===== config.mk =====
export PLATFORM = sky130hd
export DESIGN_NAME = lsu_lq_top
export DESIGN_NICKNAME = d
export VERILOG_FILES = /design/src/hw/core_types_pkg.sv /design/src/hw/lsu_pkg.sv /design/src/hw/lsu_lq.sv /design/src/hw/lsu_lq_top.sv /design/src/hw/lsu_mhq.sv
export SDC_FILE = /design/constraint.sdc
export NUM_CORES = 1
export LEC_CHECK = 0
export BUFFER_PORTS_ARGS = -buffer_cell sky130_fd_sc_hd__buf_4
export CORE_UTILIZATION = 35
export DETAILED_ROUTE_END_ITERATION = 6
export SYNTH_ARGS = -nofsm -noshare
export SYNTH_HDL_FRONTEND = slang
export SYNTH_SLANG_ARGS = --single-unit

===== constraint.sdc =====
create_clock -name clk -period 15.6 [get_ports clk]
set_clock_uncertainty 0.15 [all_clocks]
set_input_delay 3.9 -clock clk [delete_from_list [all_inputs] [get_ports clk]]
set_output_delay 3.9 -clock clk [all_outputs]
set_load 0.005 [all_outputs]

===== src/hw/core_types_pkg.sv =====
// Core-wide address and ROB tag widths and their types
package core_types_pkg;

    // Byte addresses are 32 bits wide across the whole core
    localparam int ADDR_WIDTH = 32;

    // ROB tags identify an op and also give its age
    localparam int ROB_TAG_WIDTH = 6;

    // A byte address as seen by the LSU and the caches
    typedef logic [ADDR_WIDTH-1:0] addr_t;

    // A ROB tag, compared for equality when an op retires
    typedef logic [ROB_TAG_WIDTH-1:0] rob_tag_t;

endpackage


===== src/hw/lsu_pkg.sv =====
// LSU memory-op encoding, queue depths, index widths and cache line size
package lsu_pkg;

    // Memory ops handled by the LSU
    // Loads come first and stores last, so the store ops share the top codes
    typedef enum logic [2:0] {
        LSU_FUNC_LB  = 3'b000,
        LSU_FUNC_LH  = 3'b001,
        LSU_FUNC_LW  = 3'b010,
        LSU_FUNC_LBU = 3'b011,
        LSU_FUNC_LHU = 3'b100,
        LSU_FUNC_SB  = 3'b101,
        LSU_FUNC_SH  = 3'b110,
        LSU_FUNC_SW  = 3'b111
    } lsu_func_t;

    // Load queue size and the width of a slot index
    localparam int LQ_DEPTH     = 8;
    localparam int LQ_IDX_WIDTH = 3;

    // Miss-handling queue size and the width of its tag
    localparam int MHQ_DEPTH     = 4;
    localparam int MHQ_TAG_WIDTH = 2;

    // Names one MHQ entry, i.e. one outstanding cache line
    typedef logic [MHQ_TAG_WIDTH-1:0] mhq_tag_t;

    // A cache line holds 16 bytes
    // The line address is the byte address without these low bits
    localparam int LINE_OFFSET_WIDTH = 4;

endpackage


===== src/hw/lsu_lq.sv =====
// Load queue with allocation, retire, miss bookkeeping, replay selection and store overlap check
`timescale 1ns/1ps

module lsu_lq
    import core_types_pkg::*, lsu_pkg::*;
(
    input  logic      clk,
    input  logic      n_rst,

    input  logic      i_flush,
    output logic      o_full,

    // New loads from issue
    input  logic      i_alloc_en,
    input  rob_tag_t  i_alloc_tag,
    input  addr_t     i_alloc_addr,
    input  lsu_func_t i_alloc_lsu_func,

    // Loads sent back to the execute stage
    input  logic      i_replay_stall,
    output logic      o_replay_en,
    output rob_tag_t  o_replay_tag,
    output addr_t     o_replay_addr,
    output lsu_func_t o_replay_lsu_func,

    // Miss report for the load allocated or replayed one cycle earlier
    input  logic      i_update_en,
    input  logic      i_update_retry,
    input  mhq_tag_t  i_update_mhq_tag,

    // Fill broadcast from the MHQ
    input  logic      i_mhq_fill,
    input  mhq_tag_t  i_mhq_fill_tag,

    // Retiring store from the store queue
    input  logic      i_sq_retire_en,
    input  addr_t     i_sq_retire_addr,
    input  lsu_func_t i_sq_retire_lsu_func,

    // Retiring load from the ROB
    input  logic      i_rob_retire_en,
    input  rob_tag_t  i_rob_retire_tag,
    output logic      o_rob_retire_misspeculated
);

    // Per-slot control state, cleared by reset and by flush
    logic [LQ_DEPTH-1:0]     slot_valid;
    logic [LQ_DEPTH-1:0]     slot_needs_replay;
    logic [LQ_DEPTH-1:0]     slot_replay_rdy;
    logic [LQ_DEPTH-1:0]     slot_misspec;

    // Per-slot payload, written on allocate or on a miss report
    addr_t                   slot_addr    [LQ_DEPTH];
    rob_tag_t                slot_tag     [LQ_DEPTH];
    lsu_func_t               slot_func    [LQ_DEPTH];
    logic [LQ_DEPTH-1:0]     slot_retry;
    mhq_tag_t                slot_mhq_tag [LQ_DEPTH];

    logic [LQ_DEPTH-1:0]     alloc_sel;
    logic [LQ_DEPTH-1:0]     replay_sel;
    logic [LQ_DEPTH-1:0]     retire_sel;
    logic [LQ_DEPTH-1:0]     update_sel;
    logic [LQ_DEPTH-1:0]     update_sel_q;
    logic [LQ_DEPTH-1:0]     fill_wake;
    logic [LQ_DEPTH-1:0]     overlap_vec;
    logic [LQ_IDX_WIDTH-1:0] replay_idx;
    logic                    replay_stall;
    logic                    update_fill_rdy;
    addr_t                   sq_size;

    // Keeps only the lowest set bit of a request vector
    function automatic logic [LQ_DEPTH-1:0] pick_lowest(input logic [LQ_DEPTH-1:0] req);
        return req & ~(req - 1'b1);
    endfunction

    // Turns a one-hot slot vector into a slot index
    function automatic logic [LQ_IDX_WIDTH-1:0] onehot_to_idx(input logic [LQ_DEPTH-1:0] sel);
        logic [LQ_IDX_WIDTH-1:0] idx;
        idx = '0;
        for (int i = 0; i < LQ_DEPTH; i++) begin
            if (sel[i]) begin
                idx = i[LQ_IDX_WIDTH-1:0];
            end
        end
        return idx;
    endfunction

    // Full only when every slot holds a load, so it trails the last allocate by a cycle
    assign o_full    = &slot_valid;
    assign alloc_sel = (i_alloc_en && !o_full) ? pick_lowest(~slot_valid) : '0;

    // A fill or a retiring store owns the execute stage this cycle, so no replay goes out
    assign replay_stall = i_replay_stall | i_mhq_fill | i_sq_retire_en;
    assign replay_sel   = replay_stall ? '0 : pick_lowest(slot_valid & slot_replay_rdy);
    assign replay_idx   = onehot_to_idx(replay_sel);

    assign o_replay_en       = |replay_sel;
    assign o_replay_tag      = slot_tag[replay_idx];
    assign o_replay_addr     = slot_addr[replay_idx];
    assign o_replay_lsu_func = slot_func[replay_idx];

    // The miss report applies to whichever slot went to execute last cycle
    assign update_sel = i_update_en ? update_sel_q : '0;

    // A load can miss on a line that is being filled right now
    // In that case it is ready at once, and for a retry miss any fill will do
    assign update_fill_rdy = i_mhq_fill & (i_update_retry | (i_update_mhq_tag == i_mhq_fill_tag));

    // Bytes written by the retiring store
    always_comb begin
        case (i_sq_retire_lsu_func)
            LSU_FUNC_SB: sq_size = addr_t'(1);
            LSU_FUNC_SH: sq_size = addr_t'(2);
            LSU_FUNC_SW: sq_size = addr_t'(4);
            default:     sq_size = '0;
        endcase
    end

    always_comb begin
        for (int i = 0; i < LQ_DEPTH; i++) begin
            // Tags are unique among valid slots, so at most one bit is set
            retire_sel[i] = i_rob_retire_en & slot_valid[i] & (slot_tag[i] == i_rob_retire_tag);

            // Retry loads wake on any fill, the rest only on their own line
            fill_wake[i]  = i_mhq_fill & slot_valid[i] & slot_needs_replay[i]
                          & (slot_retry[i] | (slot_mhq_tag[i] == i_mhq_fill_tag));

            // The load start lies in the store range when its offset from the store is small
            // A waiting load has not read memory yet, so the store cannot hurt it
            overlap_vec[i] = i_sq_retire_en & slot_valid[i] & ~slot_needs_replay[i]
                           & ((slot_addr[i] - i_sq_retire_addr) < sq_size);
        end
    end

    assign o_rob_retire_misspeculated = |(retire_sel & slot_misspec);

    always_ff @(posedge clk) begin
        if (!n_rst || i_flush) begin
            slot_valid        <= '0;
            slot_needs_replay <= '0;
            slot_replay_rdy   <= '0;
            slot_misspec      <= '0;
            update_sel_q      <= '0;
        end else begin
            for (int i = 0; i < LQ_DEPTH; i++) begin
                // Allocation only picks free slots and retire only valid ones
                if (alloc_sel[i]) begin
                    slot_valid[i] <= 1'b1;
                end else if (retire_sel[i]) begin
                    slot_valid[i] <= 1'b0;
                end

                // A presented load leaves the replay path until it misses again
                if (alloc_sel[i] || replay_sel[i]) begin
                    slot_needs_replay[i] <= 1'b0;
                    slot_replay_rdy[i]   <= 1'b0;
                end else if (update_sel[i]) begin
                    slot_needs_replay[i] <= 1'b1;
                    slot_replay_rdy[i]   <= update_fill_rdy;
                end else if (fill_wake[i]) begin
                    slot_replay_rdy[i]   <= 1'b1;
                end

                // Once marked, a load stays marked until its slot is reused
                if (alloc_sel[i]) begin
                    slot_misspec[i] <= 1'b0;
                end else if (overlap_vec[i]) begin
                    slot_misspec[i] <= 1'b1;
                end
            end

            // Replay wins over allocate when both go to execute in one cycle
            update_sel_q <= (|replay_sel) ? replay_sel : alloc_sel;
        end
    end

    always_ff @(posedge clk) begin
        for (int i = 0; i < LQ_DEPTH; i++) begin
            if (alloc_sel[i]) begin
                slot_addr[i] <= i_alloc_addr;
                slot_tag[i]  <= i_alloc_tag;
                slot_func[i] <= i_alloc_lsu_func;
            end
            // The MHQ answer for this miss, used later to match fills
            if (update_sel[i]) begin
                slot_retry[i]   <= i_update_retry;
                slot_mhq_tag[i] <= i_update_mhq_tag;
            end
        end
    end

    // Issue watches o_full and must hold back new loads while it is high
    a_no_alloc_when_full: assert property (
        @(posedge clk) disable iff (!n_rst)
        i_alloc_en |-> !o_full
    ) else $error("load allocated while the load queue is full");

    // The ROB hands out unique tags, so a retire hits one slot or none
    a_retire_tag_unique: assert property (
        @(posedge clk) disable iff (!n_rst)
        i_rob_retire_en |-> $onehot0(retire_sel)
    ) else $error("retiring tag matches more than one load queue slot");

endmodule


===== src/hw/lsu_lq_top.sv =====
// Top level joining the load queue and the MHQ
`timescale 1ns/1ps

module lsu_lq_top
    import core_types_pkg::*, lsu_pkg::*;
(
    input  logic      clk,
    input  logic      n_rst,
    input  logic      i_flush,

    // Issue
    input  logic      i_alloc_en,
    input  rob_tag_t  i_alloc_tag,
    input  addr_t     i_alloc_addr,
    input  lsu_func_t i_alloc_lsu_func,
    output logic      o_full,

    // Execute result and stall
    input  logic      i_ex_miss_en,
    input  addr_t     i_ex_miss_addr,
    input  logic      i_replay_stall,

    // Memory
    input  logic      i_mem_fill_en,
    input  mhq_tag_t  i_mem_fill_tag,

    // Store queue
    input  logic      i_sq_retire_en,
    input  addr_t     i_sq_retire_addr,
    input  lsu_func_t i_sq_retire_lsu_func,

    // ROB
    input  logic      i_rob_retire_en,
    input  rob_tag_t  i_rob_retire_tag,
    output logic      o_rob_retire_misspeculated,

    // Replay toward execute
    output logic      o_replay_en,
    output rob_tag_t  o_replay_tag,
    output addr_t     o_replay_addr,
    output lsu_func_t o_replay_lsu_func
);

    // MHQ answer to the current miss and its fill broadcast
    mhq_tag_t mhq_miss_tag;
    logic     mhq_miss_retry;
    logic     mhq_fill;
    mhq_tag_t mhq_fill_tag;

    lsu_lq u_lsu_lq (
        .clk                        (clk),
        .n_rst                      (n_rst),
        .i_flush                    (i_flush),
        .o_full                     (o_full),
        .i_alloc_en                 (i_alloc_en),
        .i_alloc_tag                (i_alloc_tag),
        .i_alloc_addr               (i_alloc_addr),
        .i_alloc_lsu_func           (i_alloc_lsu_func),
        .i_replay_stall             (i_replay_stall),
        .o_replay_en                (o_replay_en),
        .o_replay_tag               (o_replay_tag),
        .o_replay_addr              (o_replay_addr),
        .o_replay_lsu_func          (o_replay_lsu_func),
        .i_update_en                (i_ex_miss_en),
        .i_update_retry             (mhq_miss_retry),
        .i_update_mhq_tag           (mhq_miss_tag),
        .i_mhq_fill                 (mhq_fill),
        .i_mhq_fill_tag             (mhq_fill_tag),
        .i_sq_retire_en             (i_sq_retire_en),
        .i_sq_retire_addr           (i_sq_retire_addr),
        .i_sq_retire_lsu_func       (i_sq_retire_lsu_func),
        .i_rob_retire_en            (i_rob_retire_en),
        .i_rob_retire_tag           (i_rob_retire_tag),
        .o_rob_retire_misspeculated (o_rob_retire_misspeculated)
    );

    lsu_mhq u_lsu_mhq (
        .clk            (clk),
        .n_rst          (n_rst),
        .i_miss_en      (i_ex_miss_en),
        .i_miss_addr    (i_ex_miss_addr),
        .o_miss_tag     (mhq_miss_tag),
        .o_miss_retry   (mhq_miss_retry),
        .i_mem_fill_en  (i_mem_fill_en),
        .i_mem_fill_tag (i_mem_fill_tag),
        .o_fill         (mhq_fill),
        .o_fill_tag     (mhq_fill_tag)
    );

endmodule


===== src/hw/lsu_mhq.sv =====
// Miss-handling queue that allocates or merges cache line tags and broadcasts fills
`timescale 1ns/1ps

module lsu_mhq
    import core_types_pkg::*, lsu_pkg::*;
(
    input  logic     clk,
    input  logic     n_rst,

    // Miss request from the execute stage
    input  logic     i_miss_en,
    input  addr_t    i_miss_addr,
    output mhq_tag_t o_miss_tag,
    output logic     o_miss_retry,

    // Line fill returned by memory
    input  logic     i_mem_fill_en,
    input  mhq_tag_t i_mem_fill_tag,

    // Fill broadcast to the load queue
    output logic     o_fill,
    output mhq_tag_t o_fill_tag
);

    logic [MHQ_DEPTH-1:0]                  entry_valid;
    logic [ADDR_WIDTH-1:LINE_OFFSET_WIDTH] entry_line [MHQ_DEPTH];

    logic [ADDR_WIDTH-1:LINE_OFFSET_WIDTH] miss_line;
    logic [MHQ_DEPTH-1:0]                  match_vec;
    logic [MHQ_DEPTH-1:0]                  free_vec;
    logic [MHQ_DEPTH-1:0]                  free_sel;
    logic [MHQ_DEPTH-1:0]                  alloc_sel;
    logic [MHQ_DEPTH-1:0]                  fill_sel;
    logic                                  merge_hit;

    // Turns a one-hot entry vector into its tag
    function automatic mhq_tag_t onehot_to_tag(input logic [MHQ_DEPTH-1:0] sel);
        mhq_tag_t tag;
        tag = '0;
        for (int i = 0; i < MHQ_DEPTH; i++) begin
            if (sel[i]) begin
                tag = i[MHQ_TAG_WIDTH-1:0];
            end
        end
        return tag;
    endfunction

    // Misses are tracked per line, not per byte
    assign miss_line = i_miss_addr[ADDR_WIDTH-1:LINE_OFFSET_WIDTH];

    always_comb begin
        for (int i = 0; i < MHQ_DEPTH; i++) begin
            match_vec[i] = entry_valid[i] & (entry_line[i] == miss_line);
        end
    end

    assign merge_hit = |match_vec;
    assign free_vec  = ~entry_valid;
    assign free_sel  = free_vec & ~(free_vec - 1'b1);

    // A line already in flight is shared, otherwise the lowest free entry is named
    assign o_miss_tag   = merge_hit ? onehot_to_tag(match_vec) : onehot_to_tag(free_sel);
    assign o_miss_retry = ~merge_hit & ~(|free_vec);

    assign alloc_sel = (i_miss_en && !merge_hit) ? free_sel : '0;

    // Fills for entries not in flight are dropped
    assign o_fill     = i_mem_fill_en & entry_valid[i_mem_fill_tag];
    assign o_fill_tag = i_mem_fill_tag;
    assign fill_sel   = o_fill ? (MHQ_DEPTH'(1) << i_mem_fill_tag) : '0;

    // Allocate only picks free entries and a fill only frees a valid one
    always_ff @(posedge clk) begin
        if (!n_rst) begin
            entry_valid <= '0;
        end else begin
            entry_valid <= (entry_valid | alloc_sel) & ~fill_sel;
        end
    end

    always_ff @(posedge clk) begin
        for (int i = 0; i < MHQ_DEPTH; i++) begin
            if (alloc_sel[i]) begin
                entry_line[i] <= miss_line;
            end
        end
    end

    // Memory only returns lines that were requested and are still outstanding
    a_fill_names_valid: assert property (
        @(posedge clk) disable iff (!n_rst)
        i_mem_fill_en |-> entry_valid[i_mem_fill_tag]
    ) else $error("memory fill names an MHQ entry that is not in flight");

endmodule


# Word-level counts from Yosys, hierarchy flattened
# Memory sizes are Yosys's and may differ from the RTL's.
# Cells that the tools add are included.
# word_totals
ff_bits	52
ram_bits	456
input_bits	125
output_inout_bits	44
elab_cells	439
memories	5
# memory_table
memory	depth	width	rd	rd_ports_with_merged_regs	wr	line_no	source
u_lsu_lq.slot_addr	8	32	9	0	1	lsu_lq.sv:53	addr_t slot_addr [LQ_DEPTH];
u_lsu_mhq.entry_line	4	28	4	0	1	lsu_mhq.sv:26	logic [ADDR_WIDTH-1:LINE_OFFSET_WIDTH] entry_line [MHQ_DEPTH];
u_lsu_lq.slot_tag	8	6	9	0	1	lsu_lq.sv:54	rob_tag_t slot_tag [LQ_DEPTH];
u_lsu_lq.slot_func	8	3	1	0	1	lsu_lq.sv:55	lsu_func_t slot_func [LQ_DEPTH];
u_lsu_lq.slot_mhq_tag	8	2	8	0	8	lsu_lq.sv:57	mhq_tag_t slot_mhq_tag [LQ_DEPTH];
# classes
add_sub_neg	11
magnitude_cmp	9
n_eq_ne	24
shift	1
muxes	167
bitwise	105
n_reduce_logical	75
# op_table
operator	n
< comparator 32 x 3 -> 1 bit	8
subtractor 32 bit	8
2-to-1 mux 32 bit	7
OR reduction 32 bit	7
equality test 28 bit	4
2-to-1 mux 1 bit	100
2-to-1 mux 3 bit	32
2-to-1 mux 28 bit	3
OR reduction 28 bit	3
AND 1 bit	71
equality test 6 bit	8
2-to-1 mux 6 bit	7
OR reduction 6 bit	7
AND 8 bit	4
2-to-1 mux 8 bit	4
nonzero test 2 bit	16
OR reduction 2 bit	16
inverter 8 bit	3
OR reduction 3 bit	7
2-to-1 mux 2 bit	10
equality test 2 bit	9
OR reduction 8 bit	2
subtractor 8 x 1 -> 8 bit (second input constant)	2
inverter 4 bit	3
16 further kinds	51

# Longest topological paths before layout
# Gate-level depths: netlist of the first run.
# logic_depth
ltp_word	15
mapped_depth	16
mapped_depth_nobuf	16

# By module
# A second synthesis of the first run with hierarchy kept.
# unflattened
cells_unflattened	3919
area_unflattened_um2	35818.1
# by_module_without_submodules
mod	instances	cells_each	area_per_inst_um2	seq_area_each_um2
lsu_lq	1	3600	30793.3	11370.9
lsu_mhq	1	319	5024.8	3443.3

# Worst setup path before layout of the first run
# Ideal clock, no wire load.
# synth_timing
path_type	input to output
start	in i_mem_fill_tag[0]
end	out o_replay_lsu_func[1]
t_arrival_ns	6.382
required_time_ns	11.550
path_slack_ns	5.168
stages	13
n_path_buf	3
path_cell_list	buf_2 -> mux4_2 -> a211oi_2 -> nand4_1 -> nand3b_1 -> nor3b_1 -> or4_1 -> buf_2 -> buf_2 -> nand2_1 -> nand3_1 -> o211ai_1 -> o21ai_0
# synth_between
elab_chain_len	14
# synth_lines
item	line_no	source
from (decl)	lsu_lq_top.sv:25	input mhq_tag_t i_mem_fill_tag,
binary-select mux 1 bit (select 2 bit) (*)	lsu_mhq.sv:68	assign o_fill = i_mem_fill_en & entry_valid[i_mem_fill_tag];
2-to-1 mux 1 bit (implied by the code) (*)	lsu_mhq.sv:68	
AND 1 bit (*)	lsu_mhq.sv:68	
bitwise OR 1 bit (*) (2 in series)	lsu_lq.sv:93	assign replay_stall = i_replay_stall | i_mhq_fill | i_sq_retire_en;
2-to-1 mux 8 bit (*)	lsu_lq.sv:94	assign replay_sel = replay_stall ? '0 : pick_lowest(slot_valid & slot_replay_rdy);
2-to-1 mux 1 bit	lsu_lq.sv:81	if (sel[i]) begin
2-to-1 mux 2 bit (2 in series)	lsu_lq.sv:81	
2-to-1 mux 3 bit (3 in series)	lsu_lq.sv:81	
2-to-1 mux 3 bit (*)	lsu_lq.sv:81	
memory read (8 x 3 bit) (*)	--	
to (decl)	lsu_lq_top.sv:41	output lsu_func_t o_replay_lsu_func
# Mark *: on every way between the ends. The rest lies on a longest branch, timed or not. The select of a mux whose other input is x is not followed.

# Worst setup path after layout of the first run
# layout_timing
start	in i_mem_fill_tag[0]
end	out o_replay_addr[11]
# layout_between
elab_chain_len	14
# layout_lines
item	line_no	source
binary-select mux 1 bit (select 2 bit) (*)	lsu_mhq.sv:68	
2-to-1 mux 1 bit (implied by the code) (*)	lsu_mhq.sv:68	
AND 1 bit (*)	lsu_mhq.sv:68	
bitwise OR 1 bit (*) (2 in series)	lsu_lq.sv:93	
2-to-1 mux 8 bit (*)	lsu_lq.sv:94	
2-to-1 mux 1 bit	lsu_lq.sv:81	
2-to-1 mux 2 bit (2 in series)	lsu_lq.sv:81	
2-to-1 mux 3 bit (3 in series)	lsu_lq.sv:81	
2-to-1 mux 3 bit (*)	lsu_lq.sv:81	
memory read (8 x 32 bit) (*)	--	
to (decl)	lsu_lq_top.sv:40	output addr_t o_replay_addr,
# Marks and branches as above.

==> impl_summary.txt, run 1 <==
----------------------------------------------------
[Final layout]
  Most common cell after layout, fill and taps aside ... nand2_1
  Commonest cells after routing, fill and taps aside ... nand2_1 (588), edfxtp_1 (464), ha_1 (264)
  Final layout net count ... about 4500
  Area delta synth->final ... 11.7%
  Non-Filler Cell Area, Final ... approximately 41000 um2
  Fraction of final layout cells sized beyond drive strength 1 ... 8.37%

[Global routing]
  Global router's overall resource usage ... between 20% and 30%
  Number of global-route vias before repair ... 30200
  Wire length of the first global-routing pass ... around 210 mm
  Residual overflow from global routing ... 0
  Met3 routing resource usage after global routing ... ~5%
  Met1 Track Usage GR ... 35.6%
  Maximum number of pins on one net before global-route repair ... 167
  Global-route met2 utilization ... roughly two fifths
  Grt peak-use layer ... met2
  Antenna violations before repair ... 12

[Drt]
  Drt initial violations ... approximately 3500
  First-pass iteration count of the detailed router ... 6
  Avg WL per Cell ... ~26 um
  DR vias/cell ... 5.98
  DRT antenna net count ... 0
  Routed wire length ... between 100 and 150 mm
  DRC Markers ... 0
  Total via count after detailed routing ... ~33000

[Floorplanning]
  Initial Util ... around a third
  Placement Rows ... between 100 and 150
  Total core area ... around 100000 um2
  IO Count ... between 150 and 200
  Die X ... between 300 and 400 um
  Height of the die ... 325 um
  DIE AREA ... between 100000 and 150000 um2

[Timing]
  Worst slew pin tran ... ~1.2 ns
  Fin. max-slew vios ... 0
  Setup-failing EPs final ... 0
  Min cycle time layout ... roughly 12 ns
  Relative max-transition margin ... 18.3%
  Maximum frequency from static timing analysis ... between 80 and 90 MHz
  Total Negative Setup Slacks ... 0 ns
  Final cycle utilization of the critical path ... about four fifths
  Setup repair after global routing missed its margin ... false
  Hold violation count in the final report ... 0

[Outcome]
  Status ... finished clean

[Synthesis]
  Number of enable-type register cells in the synthesized netlist ... roughly 460
  Share of the yosys chip area belonging to registers ... ~41%
  Post-synth cell types ... 90
  Primary FF master, synth ... edfxtp_1
  Net Count, Synth ... roughly 4400
  Total of warnings raised by yosys ... 0
  Share of flip-flops with an asynchronous set or reset after synthesis ... 0%
  Avg Synthesized Cell Area ... a little over 9 um2
  #FFs+latches synth ... between 500 and 600
  Post-synth design cell area ... 36600 um2
  Mapped Cells ... 4000

[Clock tree]
  H-Tree Level Count ... 2
  Maximum buffer depth of the clock tree ... 3
  Skew-Pair Late Insertion Delay ... 0.64 ns
  Number of post-CTS setup repair buffers ... 0
  Total number of clock tree sinks ... around 500
  Clock transition time at the flip-flop clock pins of the worst setup and hold paths ... approximately 0.060 ns
  Number of CTS-inserted buffers ... 52
  Number of instances resized during post-cts repair ... 0
  Buffer cell driving the clock tree root ... clkbuf_16
  Number of hold-repair buffers added at the cts stage ... 0
  TritonCTS clock tree ... done

[Placed design]
  Half-perimeter wire length after detailed placement ... between 100 and 150 mm
  Number of buffer cells added on primary ports ... between 150 and 200
  Area post-placement ... 39200 um2
  Routability cong. ... approximately 0.97

[Power and ir drop]
  Switching Fraction ... between 20 and 30%
  Net switching power ... between 0.9 and 1 mW
  Static Leak ... approximately 15 nW
  Proportion of power drawn by combinational gates ... between 10% and 20%
  Peak supply drop ... slightly below 0.0001 V
  Internal power contribution ... about 2.4 mW
  Pwr dens ... between 80 and 90 nW/um2
  Sequential fraction of design power ... a little under half
  Share of total power in the clock network ... between 30% and 40%

[Setup path]
  Critical path fanouts, max ... 47
  Critical path type ... in -> out
  Largest incremental delay on the critical path ... approximately 0.66 ns
  WP data arrival ... 8.38 ns
  Launching element type of the critical path ... input pin
  Buffers plus inverters on the worst setup path ... 3
  Cell chain of the critical path ... buf_4 -> mux4_2 -> a211oi_2 -> nand4_1 -> nand3b_1 -> nor3b_1 -> or4_4 -> buf_4 -> nand3_1 -> nand3_1 -> o21ai_0 -> buf_4
  Type of element capturing the critical path ... output pin
  Cell type with the highest occurrence count on the critical path ... buf_4
  Slowest cell on the critical path ... or4_4
  Data required time at the worst endpoint ... approximately 12 ns
  Family with the most delay on the worst path ... simple AND/OR/NAND/NOR gates

[Worst hold path]
  Type of the tightest min-delay check ... reg -> reg

[Job]
  Max-cap check violation count ... 0

----------------------------------------------------
-- layer usage --
layer	up-vias	part of all wire [%]
met3	275	8.8
met1	15900	42
met5	-	0.026
met4	6	4.8
li1	15100	-
met2	1571	44
-- cell type report --
cell class | instances | area, um2
repair buffers | 198 | 1510
clock buffers | 77 | 1450
diodes | 4 | 10.0
multi-input cells | 3172 | 20600
well taps | 1380 | 1730
clock inverters | 20 | 195
flip-flops and latches | 508 | 14800
fillers | 10300 | 62600
inverters | 145 | 544
-- power groups by stage --
stage	sequential, mW	combinational, mW	clock, mW
floorplan	1.54	0.378	0
global placement	1.54	0.595	0
detailed placement	1.55	0.596	0
CTS	1.52	0.600	1.24
global route	1.52	0.660	1.30
finish	1.52	0.613	1.23
-- stage by stage --
step | std cells | power [mW] | utilization [%] | worst slack [ns] | hold WS (ns)
global placement | 5403 | 2.14 | 37.9 | 3.27 | 0.318
floorplan | 4000 | 1.92 | - | 5.17 | 0.265
global route | 5500 | 3.47 | 39.5 | 2.93 | 0.352
finish | 5504 | 3.36 | 39.5 | 3.17 | 0.330
detailed placement | 5403 | 2.14 | 37.9 | 3.24 | 0.312
CTS | 5500 | 3.36 | 39.5 | 3.23 | 0.323
-- cells in the mapped netlist (13+ instances only) --
master     number  area (um2)
o211ai_1       37         278
or4_1          13        97.6
o21a_1         61         458
a211oi_1       35         263
o21bai_1       20         150
dfxtp_1        44         881
inv_1         145         544
nor3_1        104         521
o2111ai_1      21         184
o21ai_1        20         100
nor4_1         50         313
or3_1          25         156
nor2b_1        42         263
nand2_1       588        2210
a31oi_1        28         175
buf_2          32         160
o31ai_1        27         203
nor2_1        225         845
a311oi_1       13         114
o21ai_0       200        1000
nand4_1        96         601
nand3_1       258        1290
a2111oi_0      22         193
mux2i_1        25         250
o22ai_1        20         125
a21o_1         84         631
ha_1          264        3300
edfxtp_1      464       13900
xnor2_1       172        1510
nand2b_1       40         250
clkbuf_1      136         510
and3_1         18         113
xor2_1        122        1070
a21oi_1       263        1320
and2_1         22         138
a21boi_0       19         143
nor3b_1        23         173
mux2_2         14         158
-- logic make-up after synthesis --
logic type	Yosys count	share of synthesized area, %
AND/OR/NAND/NOR	1553	20.1
AO/OA/AOI/OAI	1013	18.3
flip-flops	508	40.5
buffers and inverters	320	3.40
XOR/XNOR	294	7.04
adder cells (fa/ha/maj)	272	9.47
multiplexers	40	1.18
-- worst min-delay path, cell delays in order, from the launching register on --
cell and delay (ns):
dfxtp_1 0.34, nand2_1 0.06, nand2_1 0.04
-- sequential cells by signal, indices dropped and copies added, names as in the netlist --
name	flops
u_lsu_lq.slot_addr	256
u_lsu_lq.slot_func	24
u_lsu_mhq.entry_valid	4
u_lsu_lq.slot_needs_replay	8
u_lsu_lq.slot_mhq_tag	16
u_lsu_mhq.entry_line	112
u_lsu_lq.slot_replay_rdy	8
u_lsu_lq.slot_valid	8
u_lsu_lq.update_sel_q	8
u_lsu_lq.slot_misspec	8
u_lsu_lq.slot_tag	48
u_lsu_lq.slot_retry	8
-- path summary, 6_finish.rpt --
check / slack [ns] / to / cells past startpoint / from
worst max-delay path: 3.17 / o_replay_addr[11] / 12 / i_mem_fill_tag[0]
worst max register to register: 10.68 / u_lsu_lq.slot_misspec[4] / 15 / u_lsu_lq.slot_addr[4][0]
worst min register to register: 0.33 / u_lsu_lq.slot_misspec[0] / 2 / u_lsu_lq.slot_misspec[0]
worst min-delay path: 0.33 / u_lsu_lq.slot_misspec[0] / 2 / u_lsu_lq.slot_misspec[0]
(Power assumes the default switching activity.)
==> inputs of run 2 (changes only) <==
--- a/config.mk
+++ b/config.mk
@@ -5,6 +5,7 @@
 export SDC_FILE = /design/constraint.sdc
 export NUM_CORES = 1
 export LEC_CHECK = 0
+export ABC_AREA = 1
 export BUFFER_PORTS_ARGS = -buffer_cell sky130_fd_sc_hd__buf_4
 export CORE_UTILIZATION = 35
 export DETAILED_ROUTE_END_ITERATION = 6
==> constraint.sdc (replaced) <==
create_clock -name clk -period 10.7 [get_ports clk]
set_clock_uncertainty 0.15 [all_clocks]
set_input_delay 2.675 -clock clk [delete_from_list [all_inputs] [get_ports clk]]
set_output_delay 2.675 -clock clk [all_outputs]
set_load 0.005 [all_outputs]
==> impl_summary.txt, run 2 <==
----------------------------------------------------
[Final layout]
  Most common cell after layout, fill and taps aside ... nand2_1
  Register with the most flip-flops ... u_lsu_lq.slot_addr
  Final layout net count ... 6892 (+54%)
  Commonest cells after routing, fill and taps aside ... nand2_1 (2286), inv_1 (1144), nor2_1 (581)
  Antenna cell count ... 0 (-4)
  Flip-flop count of the largest register, all copies and words added ... 256 (unchanged)
  Post-layout instance count excluding filler cells ... 8135 (+48%)
  Area delta synth->final ... 11.6%
  Utilization of the core after routing ... 39.6% (+0.10 points)
  Non-Filler Cell Area, Final ... 47000 um2 (+15%)
  Fraction of final layout cells sized beyond drive strength 1 ... 4.64% (-3.7 points)
  Largest registers ... u_lsu_lq.slot_addr x256, u_lsu_mhq.entry_line x112, u_lsu_lq.slot_tag x48

[Timing]
  Maximum frequency from static timing analysis ... around 110 MHz
  Setup-failing EPs final ... 0 (unchanged)
  Hold violation count in the final report ... 0 (unchanged)
  WHS ... 0.305 ns (-0.0246 ns)
  Worst slew pin tran ... 1.24 ns (+0.0177 ns)
  Min cycle time layout ... around 8.9 ns
  Post-route setup slack ... 1.81 ns (-1.36 ns)
  Fin. max-slew vios ... 0 (unchanged)
  Total Negative Setup Slacks ... 0 ns (unchanged)
  Relative max-transition margin ... 17.3% (-1.0 points)
  Setup repair after global routing missed its margin ... false
  Final cycle utilization of the critical path ... around 83%

[Floorplanning]
  Initial Util ... 35.5% (+0.13 points)
  DIE AREA ... 122000 um2 (+15%)
  Die X ... 349 um (+7.2%)
  IO Count ... 169 (unchanged)
  Height of the die ... 349 um (+7.2%)
  Placement Rows ... 126 (+6.8%)
  Total core area ... 119000 um2 (+15%)

[Job]
  Max-cap check violation count ... 0 (unchanged)

[Drt]
  Routed wire length ... 171 mm (+18%)
  DRC Markers ... 0 (unchanged)
  Drt initial violations ... 4158 (+19%)
  DRT antenna net count ... 0 (unchanged)
  First-pass iteration count of the detailed router ... 6 (unchanged)
  DR vias/cell ... 5.09 (-15%)
  Total via count after detailed routing ... 41400 (+26%)
  Avg WL per Cell ... 21.0 um (-20%)

[Synthesis]
  Share of flip-flops with an asynchronous set or reset after synthesis ... 0% (unchanged)
  Post-synth cell types ... 47 (-48%)
  Post-synth top area share ... 33.1% (-5.0 points)
  Leading post-synthesis cells by cell area ... edfxtp_1 (33%), nand2_1 (20%), inv_1 (10%)
  Share of the yosys chip area belonging to registers ... 35.2% (-5.3 points)
  Total of warnings raised by yosys ... 0 (unchanged)
  Library cell with the highest instance count after synthesis ... nand2_1
  Post-synth design cell area ... 42100 um2 (+15%)
  Net Count, Synth ... 6713 (+53%)
  #FFs+latches synth ... 508 (unchanged)
  Mapped Cells ... 6316 (+58%)
  Number of enable-type register cells in the synthesized netlist ... 464 (unchanged)
  Primary FF master, synth ... edfxtp_1
  Largest area contributor in the netlist ... edfxtp_1
  Avg Synthesized Cell Area ... 6.66 um2 (-27%)
  Commonest cells in the synthesized netlist ... nand2_1 (2286), inv_1 (1148), nor2_1 (584)

[Power and ir drop]
  Final total power ... 5.02 mW (+49%)
  Switching Fraction ... 29.8% (+1.3 points)
  Internal power contribution ... 3.53 mW (+47%)
  Peak supply drop ... 0.000124 V (+28%)
  Pwr dens ... 107 nW/um2 (+30%)
  Proportion of power drawn by combinational gates ... 19.4% (+1.2 points)
  Sequential fraction of design power ... 44.2% (-0.9 points)
  Static Leak ... 23.7 nW (+53%)
  Share of total power in the clock network ... 36.4% (-0.3 points)
  Net switching power ... 1.49 mW (+56%)

[Placed design]
  Number of buffer cells added on primary ports ... 164 (unchanged)
  Routability cong. ... 0.991 (+2.5%)
  Half-perimeter wire length after detailed placement ... 135 mm (+25%)
  Area post-placement ... 45300 um2 (+16%)
  Post-placement setup slack ... 1.89 ns (-1.35 ns)
  Placed cells ... 8042 (+49%)

[Clock tree]
  Maximum buffer depth of the clock tree ... 3 (unchanged)
  Number of instances resized during post-cts repair ... 0 (unchanged)
  TritonCTS clock tree ... done
  H-Tree Level Count ... 2 (unchanged)
  Skew-Pair Late Insertion Delay ... 0.63 ns (about the same)
  Number of post-CTS setup repair buffers ... 0 (unchanged)
  Total number of clock tree sinks ... 508 (unchanged)
  Buffer cell driving the clock tree root ... clkbuf_16
  Number of hold-repair buffers added at the cts stage ... 0 (unchanged)
  Clock transition time at the flip-flop clock pins of the worst setup and hold paths ... 0.06 ns (about the same)
  Number of CTS-inserted buffers ... 51 (-1.9%)

[Outcome]
  Status ... finished clean

[Global routing]
  Wire length of the first global-routing pass ... 245 mm (+19%)
  Residual overflow from global routing ... 0 (unchanged)
  Global router's overall resource usage ... 27.3% (+1.0 points)
  Maximum number of pins on one net before global-route repair ... 74 (-56%)
  Antenna violations before repair ... 8 (-4)
  Number of global-route vias before repair ... 37800 (+25%)

[Worst hold path]
  Type of the tightest min-delay check ... reg -> reg
  Hold Path Cell Cnt ... 2 (unchanged)

[Setup path]
  Type of element capturing the critical path ... output pin
  Setup slack on the worst flop-to-flop path ... 7.19 ns (-3.49 ns)
  Launching element type of the critical path ... input pin
  Critical path type ... in -> out
  R2R cell count ... 14 (-1)
  WP data arrival ... 6.07 ns (-2.31 ns)
  Critical path fanouts, max ... 60 (+28%)
  Data required time at the worst endpoint ... 7.88 ns (-3.67 ns)

----------------------------------------------------
run 2: cell count changes after synthesis, moves of 92 or more:
cell	change
nand2_1	+1698
inv_1	+1003
nor2_1	+359
a21oi_1	+148
clkbuf_1	-112
xnor2_1	-101
o21ai_1	+92
run 2: power by group through the flow:
stage	combinational, mW	clock, mW	sequential (mW)
floorplan	0.612	0	2.25
global placement	0.949	0	2.26
detailed placement	0.954	0	2.26
CTS	0.959	1.85	2.22
global route	1.08	1.92	2.22
finish	0.974	1.83	2.22
run 2: logic make-up after synthesis:
| kind of cell | after synthesis | share of synthesized area (%) |
|---|---|---|
| flip-flops | 508 | 35.2 |
| buffers and inverters | 1232 | 11.3 |
| adder cells (fa/ha/maj) | 272 | 8.23 |
| XOR/XNOR | 149 | 3.10 |
| AND/OR/NAND/NOR | 3374 | 32.3 |
| AO/OA/AOI/OAI | 781 | 9.91 |
run 2: layout make-up:
class | count | area, um2
inverter | 1155 | 4340
fill | 12600 | 71700
clock inverter | 26 | 265
timing repair buffer | 203 | 1560
sequential | 508 | 14800
clock buffer | 67 | 1400
multi-input combinational | 4576 | 22600
tap | 1600 | 2000
run 2: worst paths after layout:
check / from / endpoint
setup / recovery: i_mem_fill_tag[1] / o_replay_addr[23]
hold / removal: u_lsu_lq.slot_misspec[1] / u_lsu_lq.slot_misspec[1]
setup reg to reg: u_lsu_lq.slot_valid[0] / u_lsu_lq.slot_replay_rdy[6]
hold reg to reg: u_lsu_lq.slot_misspec[1] / u_lsu_lq.slot_misspec[1]
run 2: critical path: stages:
cell     delay (ns)
buf_4          0.22
inv_2          0.09
nand3_1        0.07
nand4_1        0.08
nand2_1        0.06
buf_4          0.20
nand2_2        0.15
nor3_1         0.47
inv_1          0.20
nand3_4        0.65
buf_4          0.43
a21oi_1        0.07
o21ai_0        0.12
nand2_1        0.08
nand2_1        0.06
nand2_1        0.14
buf_4          0.18
run 2: metal layers:
metal | track usage [%] | vias to the layer above | part of all wire, %
met5 | 0 | - | 0.043
met4 | 13.2 | 12 | 5.5
met3 | 4.25 | 333 | 7.7
met2 | 45.2 | 1695 | 45
met1 | 34.7 | 18800 | 42
li1 | - | 20500 | -
